===== src/ddr_axi_pkg.sv =====
package ddr_axi_pkg;

   //////////////////////////////
   // axi channel widths
   //////////////////////////////

   // one data beat on the 64-bit bus
   typedef logic [63:0] axi_data_t;

   // byte address into ddr
   typedef logic [31:0] axi_addr_t;

   // burst length, beats minus one as axi encodes it
   typedef logic [7:0]  axi_len_t;

   // bytes per beat as a power of two
   typedef logic [1:0]  axi_size_t;

   //////////////////////////////
   // fixed burst attributes
   //////////////////////////////

   // incrementing burst code on awburst/arburst
   localparam logic [1:0] axi_burst_incr = 2'b01;

   // every byte lane of the 64-bit beat is written
   localparam logic [7:0] axi_strb_all = 8'hff;

endpackage


===== src/ddr_page_pkg.sv =====
package ddr_page_pkg;

   //////////////////////////////
   // page bookkeeping widths
   //////////////////////////////

   // pages written, read or programmed
   typedef logic [31:0] page_cnt_t;

   // base page offset added to every page index
   typedef logic [19:0] page_ofs_t;

   // bursts issued within one read command
   typedef logic [7:0]  burst_cnt_t;

   //////////////////////////////
   // engine fsm states
   //////////////////////////////

   // write address channel
   typedef enum logic [1:0] {wr_idle, wr_addr, wr_wait_resp} wr_state_e;

   // write data channel
   typedef enum logic [1:0] {wd_idle, wd_beats, wd_done} wd_state_e;

   // read address and data channels
   typedef enum logic [1:0] {rd_idle, rd_addr, rd_data, rd_done} rd_state_e;

endpackage


===== src/ddr_page_tracker.sv =====
`timescale 1ns/100ps

module ddr_page_tracker
(
   input  logic                    sysclk_i,
   input  logic                    reset,
   input  logic                    write_cmd_i,
   input  logic                    read_cmd_i,
   input  logic                    write_done_i,
   input  logic                    read_done_i,
   input  ddr_page_pkg::page_cnt_t write_pages_i,
   output logic                    write_go_o,
   output ddr_page_pkg::page_cnt_t wr_page_o,
   output ddr_page_pkg::page_cnt_t rd_page_o,
   output logic                    last_write_o,
   output logic                    mem_full_o
);

   // pages written to ddr since the last restart
   ddr_page_pkg::page_cnt_t wr_cnt;
   // read commands seen since the last restart
   ddr_page_pkg::page_cnt_t rd_cnt;
   // page count frozen when memory filled up
   ddr_page_pkg::page_cnt_t full_cnt;
   // single-cycle restart, clears counters and full flag
   logic restart_q;

   // a write is only accepted while there is room left
   assign write_go_o = write_cmd_i & ~mem_full_o;

   // engines sample the index before it increments
   assign wr_page_o = wr_cnt;
   assign rd_page_o = rd_cnt;

   //////////////////////////////
   // page counters
   //////////////////////////////

   always_ff @(posedge sysclk_i or posedge reset)
   begin
      if (reset)
      begin
         wr_cnt <= '0;
         rd_cnt <= '0;
      end
      else if (restart_q)
      begin
         wr_cnt <= '0;
         rd_cnt <= '0;
      end
      else
      begin
         // write count moves at command time, not at completion
         if (write_go_o)
            wr_cnt <= wr_cnt + 1'b1;
         // read count also moves at the start of a read
         if (read_cmd_i)
            rd_cnt <= rd_cnt + 1'b1;
      end
   end

   //////////////////////////////
   // full flag and restart
   //////////////////////////////

   always_ff @(posedge sysclk_i or posedge reset)
   begin
      if (reset)
      begin
         last_write_o <= 1'b0;
         mem_full_o   <= 1'b0;
         full_cnt     <= '0;
         restart_q    <= 1'b0;
      end
      else
      begin
         // true once the programmed number of pages has been issued
         last_write_o <= (wr_cnt == write_pages_i);

         // final page has landed, freeze the count for the read side
         if (restart_q)
            mem_full_o <= 1'b0;
         else if (write_done_i && last_write_o)
         begin
            mem_full_o <= 1'b1;
            full_cnt   <= wr_cnt;
         end

         // last page read back while full
         restart_q <= read_done_i & mem_full_o & (rd_cnt == full_cnt);
      end
   end

endmodule


===== src/ddr_write_engine.sv =====
`timescale 1ns/100ps

module ddr_write_engine
#(
   parameter ddr_axi_pkg::axi_len_t  burst_len  = 8'd255,
   parameter ddr_axi_pkg::axi_size_t burst_size = 2'd3
)
(
   input  logic                    sysclk_i,
   input  logic                    reset,
   input  logic                    write_go_i,
   input  ddr_page_pkg::page_cnt_t wr_page_i,
   input  ddr_page_pkg::page_ofs_t mem_ofs_i,
   input  logic                    fifo_empty_i,
   input  ddr_axi_pkg::axi_data_t  fifo_data_i,
   input  logic                    awready_i,
   input  logic                    wready_i,
   input  logic                    bvalid_i,
   output logic                    fifo_re_o,
   output ddr_axi_pkg::axi_addr_t  awaddr_o,
   output logic                    awvalid_o,
   output ddr_axi_pkg::axi_data_t  wdata_o,
   output logic                    wvalid_o,
   output logic                    wlast_o,
   output logic                    bready_o,
   output logic                    write_done_o
);

   // bytes covered by one burst, beats times bytes per beat
   localparam ddr_axi_pkg::axi_addr_t burst_ofs =
      (ddr_axi_pkg::axi_addr_t'(burst_len) + 32'd1) << burst_size;

   ddr_page_pkg::wr_state_e wr_state;
   ddr_page_pkg::wd_state_e wd_state;
   // beat index within the current burst
   ddr_axi_pkg::axi_len_t   beat_cnt;
   // first byte of the page being written
   ddr_axi_pkg::axi_addr_t  start_addr;
   logic                    aw_hs;
   logic                    w_hs;

   assign start_addr = burst_ofs * (ddr_axi_pkg::axi_addr_t'(wr_page_i)
                     + ddr_axi_pkg::axi_addr_t'(mem_ofs_i));

   assign aw_hs = awvalid_o & awready_i;
   assign w_hs  = wvalid_o & wready_i;

   //////////////////////////////
   // write data path
   //////////////////////////////

   // show-ahead fifo, head word goes straight onto the bus
   assign wdata_o   = fifo_data_i;
   // valid drops while the fifo is starved, count is kept
   assign wvalid_o  = (wd_state == ddr_page_pkg::wd_beats) & ~fifo_empty_i;
   assign wlast_o   = (wd_state == ddr_page_pkg::wd_beats) & (beat_cnt == burst_len);
   // every accepted beat pops one word
   assign fifo_re_o = w_hs;
   // response is always taken
   assign bready_o  = 1'b1;

   // start address is captured with the command
   always_ff @(posedge sysclk_i)
   begin
      if (write_go_i && wr_state == ddr_page_pkg::wr_idle)
         awaddr_o <= start_addr;
   end

   //////////////////////////////
   // write address fsm
   //////////////////////////////

   always_ff @(posedge sysclk_i or posedge reset)
   begin
      if (reset)
      begin
         wr_state     <= ddr_page_pkg::wr_idle;
         awvalid_o    <= 1'b0;
         write_done_o <= 1'b0;
      end
      else
      begin
         write_done_o <= 1'b0;
         case (wr_state)
            ddr_page_pkg::wr_idle:
            begin
               if (write_go_i)
               begin
                  awvalid_o <= 1'b1;
                  wr_state  <= ddr_page_pkg::wr_addr;
               end
            end
            // hold awvalid until the slave takes it
            ddr_page_pkg::wr_addr:
            begin
               if (awready_i)
               begin
                  awvalid_o <= 1'b0;
                  wr_state  <= ddr_page_pkg::wr_wait_resp;
               end
            end
            // response only counts once all beats are out
            ddr_page_pkg::wr_wait_resp:
            begin
               if (bvalid_i && wd_state == ddr_page_pkg::wd_done)
               begin
                  write_done_o <= 1'b1;
                  wr_state     <= ddr_page_pkg::wr_idle;
               end
            end
            default:
               wr_state <= ddr_page_pkg::wr_idle;
         endcase
      end
   end

   //////////////////////////////
   // write data fsm
   //////////////////////////////

   always_ff @(posedge sysclk_i or posedge reset)
   begin
      if (reset)
      begin
         wd_state <= ddr_page_pkg::wd_idle;
         beat_cnt <= '0;
      end
      else
      begin
         case (wd_state)
            // beats start the cycle after the address handshake
            ddr_page_pkg::wd_idle:
            begin
               beat_cnt <= '0;
               if (aw_hs)
                  wd_state <= ddr_page_pkg::wd_beats;
            end
            ddr_page_pkg::wd_beats:
            begin
               if (w_hs)
               begin
                  beat_cnt <= beat_cnt + 1'b1;
                  if (beat_cnt == burst_len)
                     wd_state <= ddr_page_pkg::wd_done;
               end
            end
            // burst complete, wait for the slave to respond
            ddr_page_pkg::wd_done:
            begin
               if (bvalid_i)
                  wd_state <= ddr_page_pkg::wd_idle;
            end
            default:
               wd_state <= ddr_page_pkg::wd_idle;
         endcase
      end
   end

endmodule


===== src/ddr_read_engine.sv =====
`timescale 1ns/100ps

module ddr_read_engine
#(
   parameter ddr_axi_pkg::axi_len_t  burst_len  = 8'd255,
   parameter ddr_axi_pkg::axi_size_t burst_size = 2'd3
)
(
   input  logic                     sysclk_i,
   input  logic                     reset,
   input  logic                     read_cmd_i,
   input  ddr_page_pkg::page_cnt_t  rd_page_i,
   input  ddr_page_pkg::page_ofs_t  mem_ofs_i,
   input  ddr_page_pkg::burst_cnt_t read_bursts_i,
   input  logic                     arready_i,
   input  ddr_axi_pkg::axi_data_t   rdata_i,
   input  logic                     rvalid_i,
   input  logic                     rlast_i,
   output ddr_axi_pkg::axi_addr_t   araddr_o,
   output logic                     arvalid_o,
   output logic                     rready_o,
   output ddr_axi_pkg::axi_data_t   memfifo_data_o,
   output logic                     memfifo_we_o,
   output logic                     read_done_o
);

   // address step between consecutive bursts
   localparam ddr_axi_pkg::axi_addr_t burst_ofs =
      (ddr_axi_pkg::axi_addr_t'(burst_len) + 32'd1) << burst_size;

   ddr_page_pkg::rd_state_e  rd_state;
   // bursts completed in this command
   ddr_page_pkg::burst_cnt_t burst_cnt;
   // bursts requested, held for the whole command
   ddr_page_pkg::burst_cnt_t n_bursts;
   ddr_axi_pkg::axi_addr_t   start_addr;
   logic                     r_hs;
   logic                     last_beat;
   logic                     final_burst;

   assign start_addr = burst_ofs * (ddr_axi_pkg::axi_addr_t'(rd_page_i)
                     + ddr_axi_pkg::axi_addr_t'(mem_ofs_i));

   // data is only expected after an address went out
   assign rready_o    = (rd_state == ddr_page_pkg::rd_data);
   assign r_hs        = rvalid_i & rready_o;
   assign last_beat   = r_hs & rlast_i;
   assign final_burst = (ddr_page_pkg::burst_cnt_t'(burst_cnt + 1'b1) == n_bursts);

   //////////////////////////////
   // read address
   //////////////////////////////

   // load page start, then step one burst after each rlast
   always_ff @(posedge sysclk_i)
   begin
      if (read_cmd_i && rd_state == ddr_page_pkg::rd_idle)
         araddr_o <= start_addr;
      else if (last_beat && !final_burst)
         araddr_o <= araddr_o + burst_ofs;
   end

   //////////////////////////////
   // read fsm
   //////////////////////////////

   always_ff @(posedge sysclk_i or posedge reset)
   begin
      if (reset)
      begin
         rd_state    <= ddr_page_pkg::rd_idle;
         arvalid_o   <= 1'b0;
         burst_cnt   <= '0;
         n_bursts    <= '0;
         read_done_o <= 1'b0;
      end
      else
      begin
         case (rd_state)
            ddr_page_pkg::rd_idle:
            begin
               burst_cnt <= '0;
               if (read_cmd_i)
               begin
                  n_bursts  <= read_bursts_i;
                  arvalid_o <= 1'b1;
                  rd_state  <= ddr_page_pkg::rd_addr;
               end
            end
            ddr_page_pkg::rd_addr:
            begin
               if (arready_i)
               begin
                  arvalid_o <= 1'b0;
                  rd_state  <= ddr_page_pkg::rd_data;
               end
            end
            // next address waits for rlast of the current burst
            ddr_page_pkg::rd_data:
            begin
               if (last_beat)
               begin
                  burst_cnt <= burst_cnt + 1'b1;
                  if (final_burst)
                  begin
                     read_done_o <= 1'b1;
                     rd_state    <= ddr_page_pkg::rd_done;
                  end
                  else
                  begin
                     arvalid_o <= 1'b1;
                     rd_state  <= ddr_page_pkg::rd_addr;
                  end
               end
            end
            // done pulse lasts this one cycle
            ddr_page_pkg::rd_done:
            begin
               read_done_o <= 1'b0;
               rd_state    <= ddr_page_pkg::rd_idle;
            end
            default:
               rd_state <= ddr_page_pkg::rd_idle;
         endcase
      end
   end

   //////////////////////////////
   // destination fifo port
   //////////////////////////////

   always_ff @(posedge sysclk_i or posedge reset)
   begin
      if (reset)
         memfifo_we_o <= 1'b0;
      else
         memfifo_we_o <= r_hs;
   end

   // word follows the write enable by the same one cycle
   always_ff @(posedge sysclk_i)
   begin
      if (r_hs)
         memfifo_data_o <= rdata_i;
   end

endmodule


===== src/ddr_page_buffer.sv =====
`timescale 1ns/100ps

module ddr_page_buffer
#(
   parameter ddr_axi_pkg::axi_len_t  burst_len  = 8'd255,
   parameter ddr_axi_pkg::axi_size_t burst_size = 2'd3
)
(
   input  logic                     sysclk_i,
   input  logic                     reset,
   // commands and configuration
   input  logic                     write_cmd_i,
   input  logic                     read_cmd_i,
   input  ddr_page_pkg::page_cnt_t  write_pages_i,
   input  ddr_page_pkg::page_ofs_t  mem_ofs_i,
   input  ddr_page_pkg::burst_cnt_t read_bursts_i,
   output logic                     write_done_o,
   output logic                     read_done_o,
   output logic                     last_write_o,
   output logic                     mem_full_o,
   output ddr_page_pkg::page_cnt_t  wr_page_o,
   output ddr_page_pkg::page_cnt_t  rd_page_o,
   // source and destination fifo
   input  logic                     fifo_empty_i,
   input  ddr_axi_pkg::axi_data_t   fifo_data_i,
   output logic                     fifo_re_o,
   output ddr_axi_pkg::axi_data_t   memfifo_data_o,
   output logic                     memfifo_we_o,
   // axi write channels
   output ddr_axi_pkg::axi_addr_t   awaddr_o,
   output ddr_axi_pkg::axi_len_t    awlen_o,
   output ddr_axi_pkg::axi_size_t   awsize_o,
   output logic [1:0]               awburst_o,
   output logic                     awvalid_o,
   input  logic                     awready_i,
   output ddr_axi_pkg::axi_data_t   wdata_o,
   output logic [7:0]               wstrb_o,
   output logic                     wvalid_o,
   output logic                     wlast_o,
   input  logic                     wready_i,
   input  logic                     bvalid_i,
   output logic                     bready_o,
   // axi read channels
   output ddr_axi_pkg::axi_addr_t   araddr_o,
   output ddr_axi_pkg::axi_len_t    arlen_o,
   output ddr_axi_pkg::axi_size_t   arsize_o,
   output logic [1:0]               arburst_o,
   output logic                     arvalid_o,
   input  logic                     arready_i,
   input  ddr_axi_pkg::axi_data_t   rdata_i,
   input  logic                     rvalid_i,
   input  logic                     rlast_i,
   output logic                     rready_o
);

   // accepted write command, tracker to write engine
   logic write_go;

   //////////////////////////////
   // burst attributes
   //////////////////////////////

   // same burst shape on both directions
   assign awlen_o   = burst_len;
   assign awsize_o  = burst_size;
   assign awburst_o = ddr_axi_pkg::axi_burst_incr;
   assign wstrb_o   = ddr_axi_pkg::axi_strb_all;
   assign arlen_o   = burst_len;
   assign arsize_o  = burst_size;
   assign arburst_o = ddr_axi_pkg::axi_burst_incr;

   ddr_page_tracker tracker_i (
      .sysclk_i      (sysclk_i),
      .reset         (reset),
      .write_cmd_i   (write_cmd_i),
      .read_cmd_i    (read_cmd_i),
      .write_done_i  (write_done_o),
      .read_done_i   (read_done_o),
      .write_pages_i (write_pages_i),
      .write_go_o    (write_go),
      .wr_page_o     (wr_page_o),
      .rd_page_o     (rd_page_o),
      .last_write_o  (last_write_o),
      .mem_full_o    (mem_full_o)
   );

   ddr_write_engine #(
      .burst_len  (burst_len),
      .burst_size (burst_size)
   ) write_i (
      .sysclk_i     (sysclk_i),
      .reset        (reset),
      .write_go_i   (write_go),
      .wr_page_i    (wr_page_o),
      .mem_ofs_i    (mem_ofs_i),
      .fifo_empty_i (fifo_empty_i),
      .fifo_data_i  (fifo_data_i),
      .awready_i    (awready_i),
      .wready_i     (wready_i),
      .bvalid_i     (bvalid_i),
      .fifo_re_o    (fifo_re_o),
      .awaddr_o     (awaddr_o),
      .awvalid_o    (awvalid_o),
      .wdata_o      (wdata_o),
      .wvalid_o     (wvalid_o),
      .wlast_o      (wlast_o),
      .bready_o     (bready_o),
      .write_done_o (write_done_o)
   );

   ddr_read_engine #(
      .burst_len  (burst_len),
      .burst_size (burst_size)
   ) read_i (
      .sysclk_i       (sysclk_i),
      .reset          (reset),
      .read_cmd_i     (read_cmd_i),
      .rd_page_i      (rd_page_o),
      .mem_ofs_i      (mem_ofs_i),
      .read_bursts_i  (read_bursts_i),
      .arready_i      (arready_i),
      .rdata_i        (rdata_i),
      .rvalid_i       (rvalid_i),
      .rlast_i        (rlast_i),
      .araddr_o       (araddr_o),
      .arvalid_o      (arvalid_o),
      .rready_o       (rready_o),
      .memfifo_data_o (memfifo_data_o),
      .memfifo_we_o   (memfifo_we_o),
      .read_done_o    (read_done_o)
   );

endmodule


===== config.mk =====
export PLATFORM = sky130hd
export DESIGN_NAME = ddr_page_buffer
export DESIGN_NICKNAME = d
export VERILOG_FILES = /design/src/ddr_axi_pkg.sv /design/src/ddr_page_pkg.sv /design/src/ddr_page_tracker.sv /design/src/ddr_write_engine.sv /design/src/ddr_read_engine.sv /design/src/ddr_page_buffer.sv
export SDC_FILE = /design/constraint.sdc
export NUM_CORES = 1
export LEC_CHECK = 0
export BUFFER_PORTS_ARGS = -buffer_cell sky130_fd_sc_hd__buf_4
export CELL_PAD_IN_SITES_DETAIL_PLACEMENT = 1
export CELL_PAD_IN_SITES_GLOBAL_PLACEMENT = 2
export CORE_UTILIZATION = 33
export CTS_BUF_LIST = sky130_fd_sc_hd__clkbuf_8
export DETAILED_ROUTE_END_ITERATION = 10
export PLACE_DENSITY_LB_ADDON = 0.1
export SYNTH_ARGS = -nofsm -noshare
export SYNTH_HDL_FRONTEND = slang
export SYNTH_SLANG_ARGS = --single-unit
export TNS_END_PERCENT = 30

===== constraint.sdc =====
create_clock -name sysclk_i -period 9.9 [get_ports sysclk_i]
set_input_delay 1.98 -clock sysclk_i [delete_from_list [all_inputs] [get_ports sysclk_i]]
set_output_delay 1.98 -clock sysclk_i [all_outputs]
set_load 0.05 [all_outputs]

# After elaboration in Yosys (flattened, before gate mapping)
# Cells that the tools add are included.
# totals
out_inout_bits	300
ff_bits	251
input_bits	199
# classes
bitwise	12
reduce_logical	28
add_sub_neg	7
eq_ne	23
mux	39
# op_table
cell	n
2-to-1 mux 32 bit	6
adder 32 x 1 -> 32 bit (second input constant)	2
equality test 32 bit	2
adder 21 x 20 -> 21 bit	2
adder 32 x 12 -> 32 bit (second input constant)	1
case mux 8 bit (2 select lines)	2
2-to-1 mux 2 bit	11
!= test 2 bit (second input constant)	9
adder 8 x 1 -> 8 bit (second input constant)	2
2-to-1 mux 8 bit	2
nonzero test 2 bit	8
2-to-1 mux 1 bit	12
case mux 2 bit (3 select lines)	2
AND reduction 3 bit	4
bitwise AND 1 bit	9
equality test 2 bit (second input constant)	4
equality test 8 bit	1
equality test 8 bit (second input constant)	1
case mux 2 bit (4 select lines)	1
AND reduction 2 bit	4
equality test 2 x 1 -> 1 bit (second input constant)	3
zero test 2 bit	3
!= test 2 x 1 -> 1 bit (second input constant)	3
logical AND 1 bit	5
7 further kinds	10

# Longest topological paths before layout
# logic_depth
word_depth	6
depth_mapped	9
mapped_depth_nobuf	9

# Modules after synthesis
# From an unflattened synthesis, not the netlist that was laid out.
# hier_totals
hier_cells	1371
area_unflattened_um2	14176.1
# by_module_without_submodules
module	seq_area_each_um2	cells_each	area_per_inst_um2	n_inst
ddr_read_engine	3078.0	479	5459.0	1
ddr_page_tracker	2477.4	526	5455.2	1
ddr_write_engine	980.9	332	3014.1	1
ddr_page_buffer	0.0	34	247.7	1

# Worst setup path before layout
# Ideal clock, no wire load.
# synth_timing
path_kind	input -> output
start	in fifo_empty_i
end	out wvalid_o
path_slack_ps	4796
arrival_time_ps	3124
path_buffers	0
path_stages	1
required_time_ps	7920
cell_sequence	nor3b_1
# synth_via
elab_chain_cells	2
# synth_rtl
element	line	source
start, declared	ddr_page_buffer.sv:24	input logic fifo_empty_i,
NOT 1 bit	ddr_write_engine.sv:55	assign wvalid_o = (wd_state == ddr_page_pkg::wd_beats) & ~fifo_empty_i;
bitwise AND 1 bit	ddr_write_engine.sv:55	
end, declared	ddr_page_buffer.sv:38	output logic wvalid_o,
# Every way passes these cells.

# Final worst setup path
# layout_timing
start	in fifo_empty_i
end	out fifo_re_o
# layout_via
elab_chain_cells	3
# layout_rtl
element	line	source
NOT 1 bit	ddr_write_engine.sv:55	
bitwise AND 1 bit	ddr_write_engine.sv:55	
bitwise AND 1 bit	ddr_write_engine.sv:46	assign w_hs = wvalid_o & wready_i;
end, declared	ddr_page_buffer.sv:26	output logic fifo_re_o,
# Every way passes these cells.

==> flow_summary.toml <==
[outcome]
outcome = "finished, final reports clean"

[drt]
firstDrtPassIters = 5
vias = 9965
wl_per_cell_um = 20.6
drt_iter0_markers = 330
avgViaCountPerCell = 4.81
ant_nets = 0
drc_errors = 0
wirelength_um = 42600

[clock_tree]
cts_setup_buffers = 0
clock-sinks = 240
root_buffer = "clkbuf_8"
cts_tree = "yes"
cts.hold.buffers_added = 0
cts_resized = 0
clk_pin_slew_ps = 60
cts.htree.levels = 2
clock_latency_ps = 620
clockBufferDepth = 3
tritoncts.num_buffers = 46

[sta]
period_needed_ps = 4790
slew_violations = 0
finClkSkew_ps = 30.2
tns_ps = 0
grt_setup_unrepaired = "no"
maxSlewHeadroom_pct = 26.5
setup_viol = 0
timing.fmax_mhz = 209
fin_crit_sh_pct = 48.4
hold_viol_final = 0
worstMarginPinSlew_ps = 1080
holdWs_ps = 508

[synthesis]
synthTopCellsByCount = "dfrtp_1 (134), xor2_1 (128), buf_4 (121)"
yosysUniqueCellTypes = 67
synth.most_common_cell = "dfrtp_1"
yosysTopAreaCellShare_pct = 25.2
synth_seq_area_share_pct = 49.2
syn_avg_cell_area_um2 = 10.7
synth_warnings = 0
synth_area_leaders = "dfrtp_1 (25%), edfxtp_1 (24%), xor2_1 (8.4%), buf_4 (6.8%), ha_1 (4.2%)"
synthArstFlopShare_pct = 55.8
yosys.area.top_type = "dfrtp_1"
syn_area_um2 = 13300
synth_seq_cells = 240
netlist_instances = 1244
synth_edf_count = 106
synth-main-ff-cell = "dfrtp_1"

[critical_path]
arrival_ps = 2810
cp_slowest_stage_delay_ps = 310
required_ps = 7920
cp_slowest_cell = "and3_1"
cp_cell_sequence = "buf_4 > nor2b_1 > and3_1 > buf_4"
end_kind = "output pin"
crit_type = "input port to output pin"
critPathMaxFanout = 7
cp-start-kind = "input port"
cpMostUsedCell = "buf_4"

[finish]
num-nets-final = 1757
drive_above_1_share_pct = 27.7
layout.cells.non_filler = 2071
n_fill_cell = 4502
area_delta_synth_final_pct = 23.0
multi_input_area_um2 = 5810
insertedDiodeCount = 0
final_core_util_pct = 41.1
ff_latch_area_um2 = 6540

[flow_run]
cap_violations = 0

[floorplan]
core.rowCount = 73
io_pins = 499
start_util_pct = 33.4
die_h_um = 203
die_w_um = 203
die_area_um2 = 41100
core_area_um2 = 39700

[power]
powerDensity_nw_per_um2 = 223
peakVddDrop_mv = 0.0809
power.leakage_nw = 7.70

[placement]
port_buffers = 315
gp_congestion = 0.854
dp.cells = 1988
dp_hpwl_um = 32500

[global_route]
gr-usage-all-layers_pct = 20.7
grt_overflow = 0
grt_max_degree = 73
grt_pass1_wl_um = 64300
antenna_found_initial = 1
grt_pass1_vias = 10300

[worst_hold_path]
hold_class = "flop to flop"
[state kept, by name, indices dropped and copies added, names as in the netlist, 2 cells and up]
register,cells
read_i.memfifo_data_o,64
tracker_i.full_cnt,32
tracker_i.rd_page_o,32
tracker_i.wr_page_o,32
read_i.araddr_o,21
write_i.awaddr_o,21
read_i.burst_cnt,8
read_i.n_bursts,8
write_i.beat_cnt,8
read_i.rd_state,2
write_i.wd_state,2
write_i.wr_state,2
[stage by stage]
stage / setup slack (ps) / instance area (um2) / power, mW
2_1_floorplan: 4340 / 13500 / 2.38
3_3_place_gp: 5090 / 15500 / 2.74
3_5_place_dp: 5090 / 15500 / 2.75
4_1_cts: 5100 / 16300 / 3.70
5_1_grt: 5040 / 16300 / 3.85
6_report: 5110 / 16300 / 3.64
[report_power, final]
part | internal, mW | switching (mW)
Combinational | 0.405 | 0.861
Sequential | 1.24 | 0.209
Clock | 0.478 | 0.442
Total | 2.13 | 1.51
[cells by family (layout without fill, tap and decap cells)]
| group | count (synthesis) | in the layout | share of synthesized area, % |
|---|---|---|---|
| buf+inv | 175 | 424 | 8.66 |
| fa+ha+maj | 47 | 47 | 4.54 |
| flops | 240 | 240 | 49.2 |
| xor+xnor | 190 | 190 | 12.5 |
| mux | 35 | 35 | 2.93 |
| compound gates | 164 | 164 | 7.58 |
| other cells | 2 | 55 | 0.0565 |
| simple gates | 391 | 391 | 14.5 |
[worst max-delay path: cells and delay by family]
| kind | cells | cell delay (ps) |
|---|---|---|
| AND/OR/NAND/NOR | 2 | 480 |
| buffers and inverters | 2 | 350 |
[final timing paths]
| path | start | end | slack [ps] | cells after the start |
|---|---|---|---|---|
| worst max-delay path | fifo_empty_i | fifo_re_o | 5110 | 4 |
| worst min-delay path | tracker_i.full_cnt[24]$_DFFE_PP0P_ | tracker_i.full_cnt[24]$_DFFE_PP0P_ | 510 | 2 |
| worst max register to register | read_i.burst_cnt[0]$_DFFE_PP0P_ | read_i.araddr_o[26]$_DFFE_PP_ | 6110 | 7 |
| worst min register to register | tracker_i.full_cnt[24]$_DFFE_PP0P_ | tracker_i.full_cnt[24]$_DFFE_PP0P_ | 510 | 2 |
| max in group asynchronous | reset | tracker_i.restart_q$_DFF_PP0_ | 6980 | 3 |
| min in group asynchronous | reset | write_i.beat_cnt[0]$_DFFE_PP0P_ | 1440 | 2 |
[cell usage in the layout, fill, tap and decap left out, types with 5 or more instances in the layout]
master / count
clkbuf_8: 52
nand4_1: 28
nor3_1: 15
and2_1: 5
o211ai_1: 5
conb_1: 55
nor2_1: 110
ha_1: 45
mux2_2: 31
and4_1: 6
nor4_1: 17
inv_1: 41
nand2_1: 104
nand3_1: 37
buf_4: 322
a22o_1: 5
nand2b_1: 6
a21o_1: 13
o21ai_0: 60
xnor2_1: 62
a21oi_1: 39
and3_1: 20
o31ai_1: 9
nor2b_1: 8
dfrtp_1: 133
or3_1: 10
edfxtp_1: 106
a211oi_1: 5
xor2_1: 128
[final cells by class]
cell class,instances,area share (%)
clock buffers,52,4.38
clock inverters,31,0.796
inverters,19,0.467
multi-input cells,882,35.5
flip-flops and latches,240,40.0
well taps,525,4.02
repair buffers,322,14.8
[routing by layer]
metal | vias to the layer above | track usage (%) | wire length (um)
met2 | 268 | 32.2 | 19800
met1 | 4912 | 29.3 | 20000
met3 | 53 | 4.70 | 2220
met5 | - | 0 | 12
li1 | 4730 | - | -
met4 | 2 | 4.56 | 586
Note: power is estimated with default switching activity, not from simulation.
